[src/mipsPkg.sv]
package mipsPkg;

    localparam int dataWidth    = 32;
    localparam int regAddrWidth = 5;

    localparam logic [dataWidth-1:0] haltAddr = 32'h0000_0000;  // fetching here stops the core

    typedef enum logic [5:0] {
        OP_R_TYPE = 6'b000000,
        OP_J      = 6'b000010,
        OP_BEQ    = 6'b000100,
        OP_BNE    = 6'b000101,
        OP_ADDIU  = 6'b001001,
        OP_SLTI   = 6'b001010,
        OP_SLTIU  = 6'b001011,
        OP_ANDI   = 6'b001100,
        OP_ORI    = 6'b001101,
        OP_XORI   = 6'b001110,
        OP_LUI    = 6'b001111,
        OP_LW     = 6'b100011,
        OP_SW     = 6'b101011
    } opcodeE;

    typedef enum logic [5:0] {
        FN_JR   = 6'b001000,
        FN_ADDU = 6'b100001,
        FN_SUBU = 6'b100011,
        FN_AND  = 6'b100100,
        FN_OR   = 6'b100101,
        FN_XOR  = 6'b100110,
        FN_SLT  = 6'b101010,
        FN_SLTU = 6'b101011
    } functE;

    typedef enum logic [3:0] {
        ALU_ADD, ALU_SUB, ALU_AND, ALU_OR, ALU_XOR,
        ALU_SLT, ALU_SLTU, ALU_LUI, ALU_PASSA
    } aluOpE;

    typedef enum logic [2:0] {
        S_FETCH     = 3'd0,
        S_DECODE    = 3'd1,
        S_EXECUTE   = 3'd2,
        S_MEMORY    = 3'd3,
        S_WRITEBACK = 3'd4,
        S_HALTED    = 3'd7
    } cpuStateE;

    // fields overlap in the encoding, each one kept separately here
    typedef struct packed {
        opcodeE                  opcode;
        logic [regAddrWidth-1:0] rs;
        logic [regAddrWidth-1:0] rt;
        logic [regAddrWidth-1:0] rd;
        functE                   funct;
        logic [15:0]             imm16;
        logic [25:0]             target26;
    } instrFieldsS;

    typedef struct packed {
        logic                 read;
        logic                 write;
        logic [dataWidth-1:0] addr;
        logic [dataWidth-1:0] wdata;
    } busReqS;

    typedef struct packed {
        logic                 take;
        logic [dataWidth-1:0] target;
    } redirectS;

endpackage

[src/mipsAlu.sv]
`timescale 1ns/1ns

module mipsAlu (
    input  mipsPkg::aluOpE                op,
    input  logic [mipsPkg::dataWidth-1:0] a,
    input  logic [mipsPkg::dataWidth-1:0] b,
    output logic [mipsPkg::dataWidth-1:0] result,
    output logic                          zero
);

    logic signedLess, unsignedLess;

    assign signedLess   = $signed(a) < $signed(b);
    assign unsignedLess = a < b;

    always_comb begin
        case (op)
            mipsPkg::ALU_ADD:   result = a + b;  // wraps, no overflow trap
            mipsPkg::ALU_SUB:   result = a - b;
            mipsPkg::ALU_AND:   result = a & b;
            mipsPkg::ALU_OR:    result = a | b;
            mipsPkg::ALU_XOR:   result = a ^ b;
            mipsPkg::ALU_SLT:   result = {{(mipsPkg::dataWidth-1){1'b0}}, signedLess};
            mipsPkg::ALU_SLTU:  result = {{(mipsPkg::dataWidth-1){1'b0}}, unsignedLess};
            mipsPkg::ALU_LUI:   result = {b[15:0], 16'b0};
            mipsPkg::ALU_PASSA: result = a;
            default:            result = a + b;
        endcase
    end

    // branches compare through SUB
    assign zero = (result == '0);

endmodule

[src/regFile.sv]
`timescale 1ns/1ns

module regFile (
    input  logic                             clk,
    input  logic                             reset,
    input  logic [mipsPkg::regAddrWidth-1:0] rsAddr,
    input  logic [mipsPkg::regAddrWidth-1:0] rtAddr,
    input  logic                             writeEn,
    input  logic [mipsPkg::regAddrWidth-1:0] writeAddr,
    input  logic [mipsPkg::dataWidth-1:0]    writeData,
    output logic [mipsPkg::dataWidth-1:0]    readA,
    output logic [mipsPkg::dataWidth-1:0]    readB,
    output logic [mipsPkg::dataWidth-1:0]    register_v0
);

    logic [mipsPkg::dataWidth-1:0] regs [2**mipsPkg::regAddrWidth];

    always_ff @(posedge clk) begin
        if (reset) begin
            for (int i = 0; i < 2**mipsPkg::regAddrWidth; i++) begin
                regs[i] <= '0;
            end
        end else if (writeEn && writeAddr != '0) begin  // $zero never changes
            regs[writeAddr] <= writeData;
        end
    end

    assign readA       = regs[rsAddr];
    assign readB       = regs[rtAddr];
    assign register_v0 = regs[2];

endmodule

[src/fetchUnit.sv]
`timescale 1ns/1ns

module fetchUnit #(
    parameter logic [mipsPkg::dataWidth-1:0] resetVector = 32'hBFC0_0000
) (
    input  logic                          clk,
    input  logic                          reset,
    input  logic                          fetchReq,
    input  logic                          advance,
    input  mipsPkg::redirectS             redirect,
    input  logic                          grantDone,
    input  logic [mipsPkg::dataWidth-1:0] readdata,
    output mipsPkg::busReqS               busReq,
    output logic [mipsPkg::dataWidth-1:0] instrWord,
    output logic                          fetchDone,
    output logic                          atHalt
);

    logic [mipsPkg::dataWidth-1:0] pc, pendTarget;
    logic pendValid;  // a target waits for the delay slot to finish

    always_ff @(posedge clk) begin
        if (reset) begin
            pc        <= resetVector;
            pendValid <= 1'b0;
        end else if (advance) begin
            pc        <= pendValid ? pendTarget : pc + 32'd4;
            pendValid <= redirect.take;
        end
    end

    always_ff @(posedge clk) begin
        if (advance && redirect.take) pendTarget <= redirect.target;
        if (fetchDone) instrWord <= readdata;
    end

    assign busReq.read  = fetchReq;
    assign busReq.write = 1'b0;
    assign busReq.addr  = pc;
    assign busReq.wdata = '0;

    assign fetchDone = grantDone && fetchReq;
    assign atHalt    = (pc == mipsPkg::haltAddr);

endmodule

[src/loadStoreUnit.sv]
`timescale 1ns/1ns

module loadStoreUnit (
    input  logic                          clk,
    input  logic                          reset,
    input  logic                          memStart,
    input  logic                          memWrite,
    input  logic [mipsPkg::dataWidth-1:0] memAddr,
    input  logic [mipsPkg::dataWidth-1:0] storeData,
    input  logic                          grantDone,
    input  logic [mipsPkg::dataWidth-1:0] readdata,
    output mipsPkg::busReqS               busReq,
    output logic [mipsPkg::dataWidth-1:0] loadData,
    output logic                          memDone
);

    logic pending, pendWrite;
    logic [mipsPkg::dataWidth-1:0] pendAddr, pendData;

    always_ff @(posedge clk) begin
        if (reset)                pending <= 1'b0;
        else if (memStart)        pending <= 1'b1;
        else if (memDone)         pending <= 1'b0;
    end

    // request payload held steady while the slave stalls
    always_ff @(posedge clk) begin
        if (memStart) begin
            pendWrite <= memWrite;
            pendAddr  <= {memAddr[mipsPkg::dataWidth-1:2], 2'b00};
            pendData  <= storeData;
        end
        if (memDone && !pendWrite) loadData <= readdata;
    end

    assign busReq.read  = pending && !pendWrite;
    assign busReq.write = pending && pendWrite;
    assign busReq.addr  = pendAddr;
    assign busReq.wdata = pendData;

    assign memDone = pending && grantDone;

endmodule

[src/busArbiter.sv]
`timescale 1ns/1ns

module busArbiter (
    input  logic                          clk,
    input  logic                          reset,
    input  mipsPkg::busReqS               fetchReq,
    input  mipsPkg::busReqS               dataReq,
    input  logic                          waitrequest,
    output logic [mipsPkg::dataWidth-1:0] address,
    output logic                          read,
    output logic                          write,
    output logic [mipsPkg::dataWidth-1:0] writedata,
    output logic                          fetchGrantDone,
    output logic                          dataGrantDone
);

    mipsPkg::busReqS sel;
    logic locked, lockedData, selData, selActive;

    // an owner stalled by waitrequest keeps the port, otherwise data wins
    assign selData   = locked ? lockedData : (dataReq.read || dataReq.write);
    assign sel       = selData ? dataReq : fetchReq;
    assign selActive = sel.read || sel.write;

    always_ff @(posedge clk) begin
        if (reset) begin
            locked     <= 1'b0;
            lockedData <= 1'b0;
        end else if (selActive && waitrequest) begin
            locked     <= 1'b1;
            lockedData <= selData;
        end else begin
            locked     <= 1'b0;
        end
    end

    assign address   = sel.addr;
    assign read      = sel.read;
    assign write     = sel.write;
    assign writedata = sel.wdata;

    assign dataGrantDone  = selData && selActive && !waitrequest;
    assign fetchGrantDone = !selData && selActive && !waitrequest;

endmodule

[src/cpuControl.sv]
`timescale 1ns/1ns

module cpuControl (
    input  logic                              clk,
    input  logic                              reset,
    input  logic [mipsPkg::dataWidth-1:0]     instrWord,
    input  logic                              fetchDone,
    input  logic                              atHalt,
    input  logic                              memDone,
    input  logic [mipsPkg::dataWidth-1:0]     loadData,
    input  logic [mipsPkg::dataWidth-1:0]     readA,
    input  logic [mipsPkg::dataWidth-1:0]     readB,
    input  logic [mipsPkg::dataWidth-1:0]     aluResult,
    input  logic                              aluZero,
    input  logic [mipsPkg::dataWidth-1:0]     pc,  // address of the instruction in flight
    output logic                              fetchReq,
    output logic                              advance,
    output mipsPkg::redirectS                 redirect,
    output logic                              memStart,
    output logic                              memWrite,
    output logic [mipsPkg::dataWidth-1:0]     memAddr,
    output logic [mipsPkg::dataWidth-1:0]     storeData,
    output logic [mipsPkg::regAddrWidth-1:0]  rsAddr,
    output logic [mipsPkg::regAddrWidth-1:0]  rtAddr,
    output mipsPkg::aluOpE                    aluOp,
    output logic [mipsPkg::dataWidth-1:0]     aluA,
    output logic [mipsPkg::dataWidth-1:0]     aluB,
    output logic                              regWrite,
    output logic [mipsPkg::regAddrWidth-1:0]  regWriteAddr,
    output logic [mipsPkg::dataWidth-1:0]     regWriteData,
    output logic                              active
);

    mipsPkg::cpuStateE state;
    mipsPkg::instrFieldsS fields;
    mipsPkg::redirectS nextRedirect;
    logic [mipsPkg::dataWidth-1:0] aluOut, pcPlus4, signImm, zeroImm;
    logic started, isMem, writesReg;

    assign isMem   = (fields.opcode == mipsPkg::OP_LW) || (fields.opcode == mipsPkg::OP_SW);
    assign pcPlus4 = pc + 32'd4;  // delay slot address
    assign signImm = {{16{fields.imm16[15]}}, fields.imm16};
    assign zeroImm = {16'b0, fields.imm16};

    always_comb begin
        aluOp = mipsPkg::ALU_ADD;
        aluB  = signImm;
        writesReg = 1'b0;
        nextRedirect = '{take: 1'b0, target: '0};
        case (fields.opcode)
            mipsPkg::OP_R_TYPE: begin
                aluB = readB;
                writesReg = (fields.funct != mipsPkg::FN_JR);
                case (fields.funct)
                    mipsPkg::FN_SUBU: aluOp = mipsPkg::ALU_SUB;
                    mipsPkg::FN_AND:  aluOp = mipsPkg::ALU_AND;
                    mipsPkg::FN_OR:   aluOp = mipsPkg::ALU_OR;
                    mipsPkg::FN_XOR:  aluOp = mipsPkg::ALU_XOR;
                    mipsPkg::FN_SLT:  aluOp = mipsPkg::ALU_SLT;
                    mipsPkg::FN_SLTU: aluOp = mipsPkg::ALU_SLTU;
                    mipsPkg::FN_JR: begin
                        aluOp = mipsPkg::ALU_PASSA;  // jump target comes through from rs
                        nextRedirect = '{take: 1'b1, target: aluResult};
                    end
                    default: aluOp = mipsPkg::ALU_ADD;
                endcase
            end
            mipsPkg::OP_J: nextRedirect = '{take: 1'b1,
                                            target: {pcPlus4[31:28], fields.target26, 2'b00}};
            mipsPkg::OP_BEQ, mipsPkg::OP_BNE: begin
                aluOp = mipsPkg::ALU_SUB;
                aluB  = readB;
                nextRedirect.take = (fields.opcode == mipsPkg::OP_BEQ) ? aluZero : !aluZero;
                nextRedirect.target = pcPlus4 + {signImm[29:0], 2'b00};
            end
            mipsPkg::OP_SLTI:  begin aluOp = mipsPkg::ALU_SLT;  writesReg = 1'b1; end
            mipsPkg::OP_SLTIU: begin aluOp = mipsPkg::ALU_SLTU; writesReg = 1'b1; end
            mipsPkg::OP_ANDI:  begin aluOp = mipsPkg::ALU_AND; aluB = zeroImm; writesReg = 1'b1; end
            mipsPkg::OP_ORI:   begin aluOp = mipsPkg::ALU_OR;  aluB = zeroImm; writesReg = 1'b1; end
            mipsPkg::OP_XORI:  begin aluOp = mipsPkg::ALU_XOR; aluB = zeroImm; writesReg = 1'b1; end
            mipsPkg::OP_LUI:   begin aluOp = mipsPkg::ALU_LUI; aluB = zeroImm; writesReg = 1'b1; end
            mipsPkg::OP_ADDIU, mipsPkg::OP_LW: writesReg = 1'b1;
            default: ;  // SW uses the sign-extended add
        endcase
    end

    always_ff @(posedge clk) begin
        if (reset) begin
            state     <= mipsPkg::S_FETCH;
            started   <= 1'b0;
            memStart  <= 1'b0;
            redirect  <= '{take: 1'b0, target: '0};
        end else begin
            started  <= 1'b1;  // first fetch waits one cycle after reset
            memStart <= 1'b0;
            case (state)
                mipsPkg::S_FETCH:
                    if (started && atHalt) state <= mipsPkg::S_HALTED;
                    else if (fetchDone)    state <= mipsPkg::S_DECODE;
                mipsPkg::S_DECODE:  state <= mipsPkg::S_EXECUTE;
                mipsPkg::S_EXECUTE: begin
                    redirect <= nextRedirect;
                    memStart <= isMem;  // one pulse on entering MEMORY
                    state    <= mipsPkg::S_MEMORY;
                end
                mipsPkg::S_MEMORY:
                    if (!isMem || memDone) state <= mipsPkg::S_WRITEBACK;
                mipsPkg::S_WRITEBACK: state <= mipsPkg::S_FETCH;
                default: state <= mipsPkg::S_HALTED;
            endcase
        end
    end

    always_ff @(posedge clk) begin
        if (state == mipsPkg::S_DECODE) begin
            fields.opcode   <= mipsPkg::opcodeE'(instrWord[31:26]);
            fields.rs       <= instrWord[25:21];
            fields.rt       <= instrWord[20:16];
            fields.rd       <= instrWord[15:11];
            fields.funct    <= mipsPkg::functE'(instrWord[5:0]);
            fields.imm16    <= instrWord[15:0];
            fields.target26 <= instrWord[25:0];
        end
        if (state == mipsPkg::S_EXECUTE) aluOut <= aluResult;
    end

    assign fetchReq     = (state == mipsPkg::S_FETCH) && started && !atHalt;
    assign advance      = (state == mipsPkg::S_WRITEBACK);
    assign active       = (state != mipsPkg::S_HALTED);
    assign rsAddr       = fields.rs;
    assign rtAddr       = fields.rt;
    assign aluA         = readA;
    assign memAddr      = aluOut;
    assign memWrite     = (fields.opcode == mipsPkg::OP_SW);
    assign storeData    = readB;  // rt stays selected through MEMORY
    assign regWrite     = (state == mipsPkg::S_WRITEBACK) && writesReg;
    assign regWriteAddr = (fields.opcode == mipsPkg::OP_R_TYPE) ? fields.rd : fields.rt;
    assign regWriteData = (fields.opcode == mipsPkg::OP_LW) ? loadData : aluOut;

endmodule

[src/mipsCpuBus.sv]
`timescale 1ns/1ns

module mipsCpuBus #(
    parameter logic [mipsPkg::dataWidth-1:0] resetVector = 32'hBFC0_0000
) (
    input  logic                            clk,
    input  logic                            reset,
    output logic                            active,
    output logic [mipsPkg::dataWidth-1:0]   register_v0,
    output logic [mipsPkg::dataWidth-1:0]   address,
    output logic                            read,
    output logic                            write,
    output logic [mipsPkg::dataWidth-1:0]   writedata,
    output logic [mipsPkg::dataWidth/8-1:0] byteenable,
    input  logic                            waitrequest,
    input  logic [mipsPkg::dataWidth-1:0]   readdata
);

    logic [mipsPkg::dataWidth-1:0] instrWord, loadData, readA, readB;
    logic [mipsPkg::dataWidth-1:0] aluResult, aluA, aluB;
    logic [mipsPkg::dataWidth-1:0] memAddr, storeData, regWriteData;
    logic [mipsPkg::regAddrWidth-1:0] rsAddr, rtAddr, regWriteAddr;
    logic fetchDone, atHalt, memDone, aluZero, fetchReq, advance;
    logic memStart, memWrite, regWrite, fetchGrantDone, dataGrantDone;
    mipsPkg::aluOpE aluOp;
    mipsPkg::redirectS redirect;
    mipsPkg::busReqS fetchBusReq, dataBusReq;

    assign byteenable = '1;  // word accesses only

    cpuControl u_control (
        .clk, .reset, .instrWord, .fetchDone, .atHalt, .memDone, .loadData,
        .readA, .readB, .aluResult, .aluZero, .pc(fetchBusReq.addr),
        .fetchReq, .advance, .redirect, .memStart, .memWrite, .memAddr, .storeData,
        .rsAddr, .rtAddr, .aluOp, .aluA, .aluB, .regWrite, .regWriteAddr,
        .regWriteData, .active
    );

    mipsAlu u_alu (.op(aluOp), .a(aluA), .b(aluB), .result(aluResult), .zero(aluZero));

    regFile u_regs (
        .clk, .reset, .rsAddr, .rtAddr, .writeEn(regWrite), .writeAddr(regWriteAddr),
        .writeData(regWriteData), .readA, .readB, .register_v0
    );

    fetchUnit #(.resetVector(resetVector)) u_fetch (
        .clk, .reset, .fetchReq, .advance, .redirect, .grantDone(fetchGrantDone),
        .readdata, .busReq(fetchBusReq), .instrWord, .fetchDone, .atHalt
    );

    loadStoreUnit u_lsu (
        .clk, .reset, .memStart, .memWrite, .memAddr, .storeData,
        .grantDone(dataGrantDone), .readdata, .busReq(dataBusReq), .loadData, .memDone
    );

    busArbiter u_arb (
        .clk, .reset, .fetchReq(fetchBusReq), .dataReq(dataBusReq), .waitrequest,
        .address, .read, .write, .writedata, .fetchGrantDone, .dataGrantDone
    );

endmodule

[config.mk]
export PLATFORM = sky130hd
export DESIGN_NAME = mipsCpuBus
export DESIGN_NICKNAME = d
export VERILOG_FILES = /design/src/mipsPkg.sv /design/src/mipsAlu.sv /design/src/regFile.sv /design/src/fetchUnit.sv /design/src/loadStoreUnit.sv /design/src/busArbiter.sv /design/src/cpuControl.sv /design/src/mipsCpuBus.sv
export SDC_FILE = /design/constraint.sdc
export NUM_CORES = 2
export LEC_CHECK = 0
export BUFFER_PORTS_ARGS = -buffer_cell sky130_fd_sc_hd__buf_2
export CAP_MARGIN = 30
export CORE_UTILIZATION = 40
export DETAILED_ROUTE_END_ITERATION = 10
export SETUP_SLACK_MARGIN = 0.5
export SLEW_MARGIN = 20
export SYNTH_ARGS = -nofsm -noshare
export SYNTH_HDL_FRONTEND = slang
export SYNTH_SLANG_ARGS = --single-unit
[constraint.sdc]
create_clock -name clk -period 10.2 [get_ports clk]
set_input_delay 0 -clock clk [delete_from_list [all_inputs] [get_ports clk]]
set_output_delay 0 -clock clk [all_outputs]
set_load 0.005 [all_outputs]
==> reports/metrics.yaml <==
setup_path:
  cpMaxStageDelayCell: "nor4_2"
  crit_family: "simple AND/OR/NAND/NOR gates"
  crit_required_ps: 10870
  critPathBufInv: 1
  start_kind: "register"
  crit_fanout: 27
  worst_path_largest_cell_delay_ps: 950
  crit_cells: 22
  reg2reg_depth: 22
  endpoint_kind: "register"
  arrival_ps: 8510
  critPathKind: "reg2reg"
  cp_cell_sequence: "buf_4 > mux4_2 > nor2b_1 > a211oi_1 > nor4_2 > mux2i_1 > ha_1 > and3_1 > a31oi_1 > o31ai_1 > o32ai_2 > o211ai_1 > a21o_1 > a211o_1 > a22oi_1 > a311oi_1 > or2_1 > or4b_1 > or4b_1 > nor4_2 > xnor2_1 > a21oi_1"
layout:
  filler_cell_count: 16000
  diodes: 0
  fin_nets: 5827
  multi_input_area_mm2: 0.0309
  seqCellArea_mm2: 0.0392
  final_cell_count_no_fill: 8148
  fin_area_mm2: 0.0810
  drive_above_1_share_pct: 20.8
  synthToLayoutAreaGrowth_pct: 12.7
  final_util_pct: 45.4
floorplan:
  start_util_pct: 40.3
  core_mm2: 0.178
  die_w_um: 426
  rows: 155
  die_h_um: 426
  die_area_mm2: 0.181
  ios: 138
placed_design:
  placed_area_mm2: 0.0758
  port_buffers: 133
  pre_cts_ws_ps: 2400
  post-place-cells: 7827
  hpwl_um: 163000
  gp_congestion: 0.932
sta:
  worst_pin_slew_ps: 1050
  finalSetupViolCount: 0
  finalCritPeriodShare_pct: 76.8
  maxSlewViolCount: 0
  tns_ps: 0
  min_period_ps: 7840
  worst_slack_ps: 2360
  fin_worst_skew_ps: 40.9
  slew_headroom_pct: 29.5
  fmax_ghz: 0.128
  whs_ps: 30.5
  hold_viol_final: 0
  rsz0062_at_grt: "false"
clocking:
  cts_buffers: 145
  clk_pin_slew_ps: 60
  clock_path_buffers: 3
  clkLatencyLatePin_ps: 810
  root_buffer: "clkbuf_16"
  cts_max_level: 4
  cts_tree: "yes"
  post_cts_buffers: 0
  cts.sinks: 1331
synthesis:
  yosysUniqueCellTypes: 110
  synthMuxAreaShare_pct: 20.7
  yosysTopAreaCellShare_pct: 52.1
  syn_area_mm2: 0.0719
  synthTopCellsByArea: "edfxtp_1 52%, mux4_2 14%, nor2_1 6.5%"
  syn_area_per_cell_um2: 12.7
  synth_area_leader_cell: "edfxtp_1"
  yosysWarnings: 0
  synth-simple-area-share_pct: 11.1
  synth_top_family_by_area: "multiplexers"
  async_flop_share_pct: 0
  synth-edff-count: 1247
  synth-main-ff-cell: "edfxtp_1"
  postSynthCellCount: 5642
  synthXorXnorAreaFrac_pct: 0.816
  synth-seq-cells: 1331
  synthAdderAreaFrac_pct: 1.90
  synth_compound_area_share_pct: 7.33
  synth_seq_area_share_pct: 54.4
global_route:
  grt_pass1_wl_um: 372000
  grt_antenna_before_repair: 4
  grt_pass1_vias: 50300
  gr-total-overflow: 0
  grt_max_degree: 88
  grtUsageTotal_pct: 29.0
power:
  p_total_mw: 15.1
  p_leak_nw: 29.2
  irDropWorstVdd_v: 0.000189
  p_per_area_mw_per_mm2: 187
run:
  cap_violations: 0
routing:
  antenna_left: 0
  vias: 51900
  drt_iter0_drc: 7299
  routed_wl_um: 267000
  drc: 0
  detail_route.wl_per_cell_um: 32.7
  via_per_inst: 6.36
  dr.pass1.iters: 6
outcome:
  status: "complete, no violations"
hold_path:
  holdPathStages: 2
  hp-class: "in2reg"
## logic make-up (layout without fill, tap and decap cells)
logic type	Yosys count	count (layout)
mux	895	895
buf+inv	609	726
compound gates	754	754
xor+xnor	67	67
simple gates	1876	1876
flops	1331	1331
other cells	2	36
fa+ha+maj	108	108
## what timing repair did
item | 4_1_cts | 5_1_grt
hold buffers | 57 | 0
endpoints found under the hold margin | 90 | 0
resized for setup | 0 | 0
## path summary, 6_finish.rpt
path / start / end / slack (ps)
hold / removal: readdata[14] / u_fetch.instrWord[14] / 30
setup reg to reg: register / u_control.redirect[32] / 2360
setup / recovery: register / u_control.redirect[32] / 2360
hold reg to reg: u_fetch.instrWord[3] / u_control.fields[3] / 420
## routing by layer
layer	vias to the layer above	global-route usage, %	share of wire, %
li1	21400	-	-
met1	26300	38.0	38
met2	3437	45.2	45
met3	692	6.55	11
met4	2	14.5	5.6
met5	-	0	0.0049
## flip-flops by register name, summed over array words and instances, names as in the netlist, named ones only
name                cells
u_arb.locked            1
u_arb.lockedData        1
u_control.fields       32
u_control.memAddr      32
u_control.memStart      1
u_control.redirect     33
u_control.started       1
u_control.state         3
u_fetch.instrWord      32
u_fetch.pc             32
u_fetch.pendTarget     32
u_fetch.pendValid       1
u_lsu.loadData         32
u_lsu.pendAddr         30
u_lsu.pendData         32
u_lsu.pendWrite         1
u_lsu.pending           1
u_regs.regs          1024
## cells in the mapped netlist (12+ instances only)
library cell  number
a211oi_1          28
a21o_1            22
a21oi_1          175
a221oi_1          51
a22oi_1          138
a31oi_1           17
and2_1            25
and3_1            28
buf_1             30
buf_2             58
buf_4             20
buf_6             19
clkbuf_1         357
dfxtp_1           84
edfxtp_1        1247
ha_1             106
inv_1            111
mux2_2            78
mux2i_1          353
mux4_2           453
nand2_1          265
nand2b_1          38
nand3_1           62
nor2_1          1246
nor2b_1           59
nor3_1            51
nor4_1            16
o211ai_1          25
o21ai_0          100
o22ai_1           25
o31ai_1           12
or3_1             16
xnor2_1           46
xor2_1            21
## layout by cell type (no fill, tap or decap), types with 26 or more instances in the layout
master	instances
nand3_1	61
edfxtp_1	1247
nor3_1	48
nand2_2	42
a22oi_1	138
nand2_1	206
clkbuf_16	153
buf_2	133
nand2b_1	36
a21oi_1	175
nor2b_1	56
a211oi_1	28
conb_1	36
clkinv_1	39
inv_1	111
dlygate4sd3_1	57
o21ai_0	100
ha_1	106
mux4_2	453
buf_4	121
a221oi_1	51
mux2i_1	320
xnor2_1	46
and3_1	27
mux2i_4	34
mux2_2	78
dfxtp_1	74
clkbuf_1	26
nor2_1	1241
## report_power, final
part           switching [mW]  internal [mW]
clock                    2.22           2.92
sequential              0.218           6.19
combinational            2.17           1.40
## final cells by class
type                       instances  area share, %
timing repair buffer             354           3.77
multi-input combinational       3736           38.2
sequential                      1331           48.3
clock inverter                    76          0.701
clock buffer                     180           4.85
tap                             2355           3.64
inverter                         116          0.539
Power figures use the tool's default switching activity.
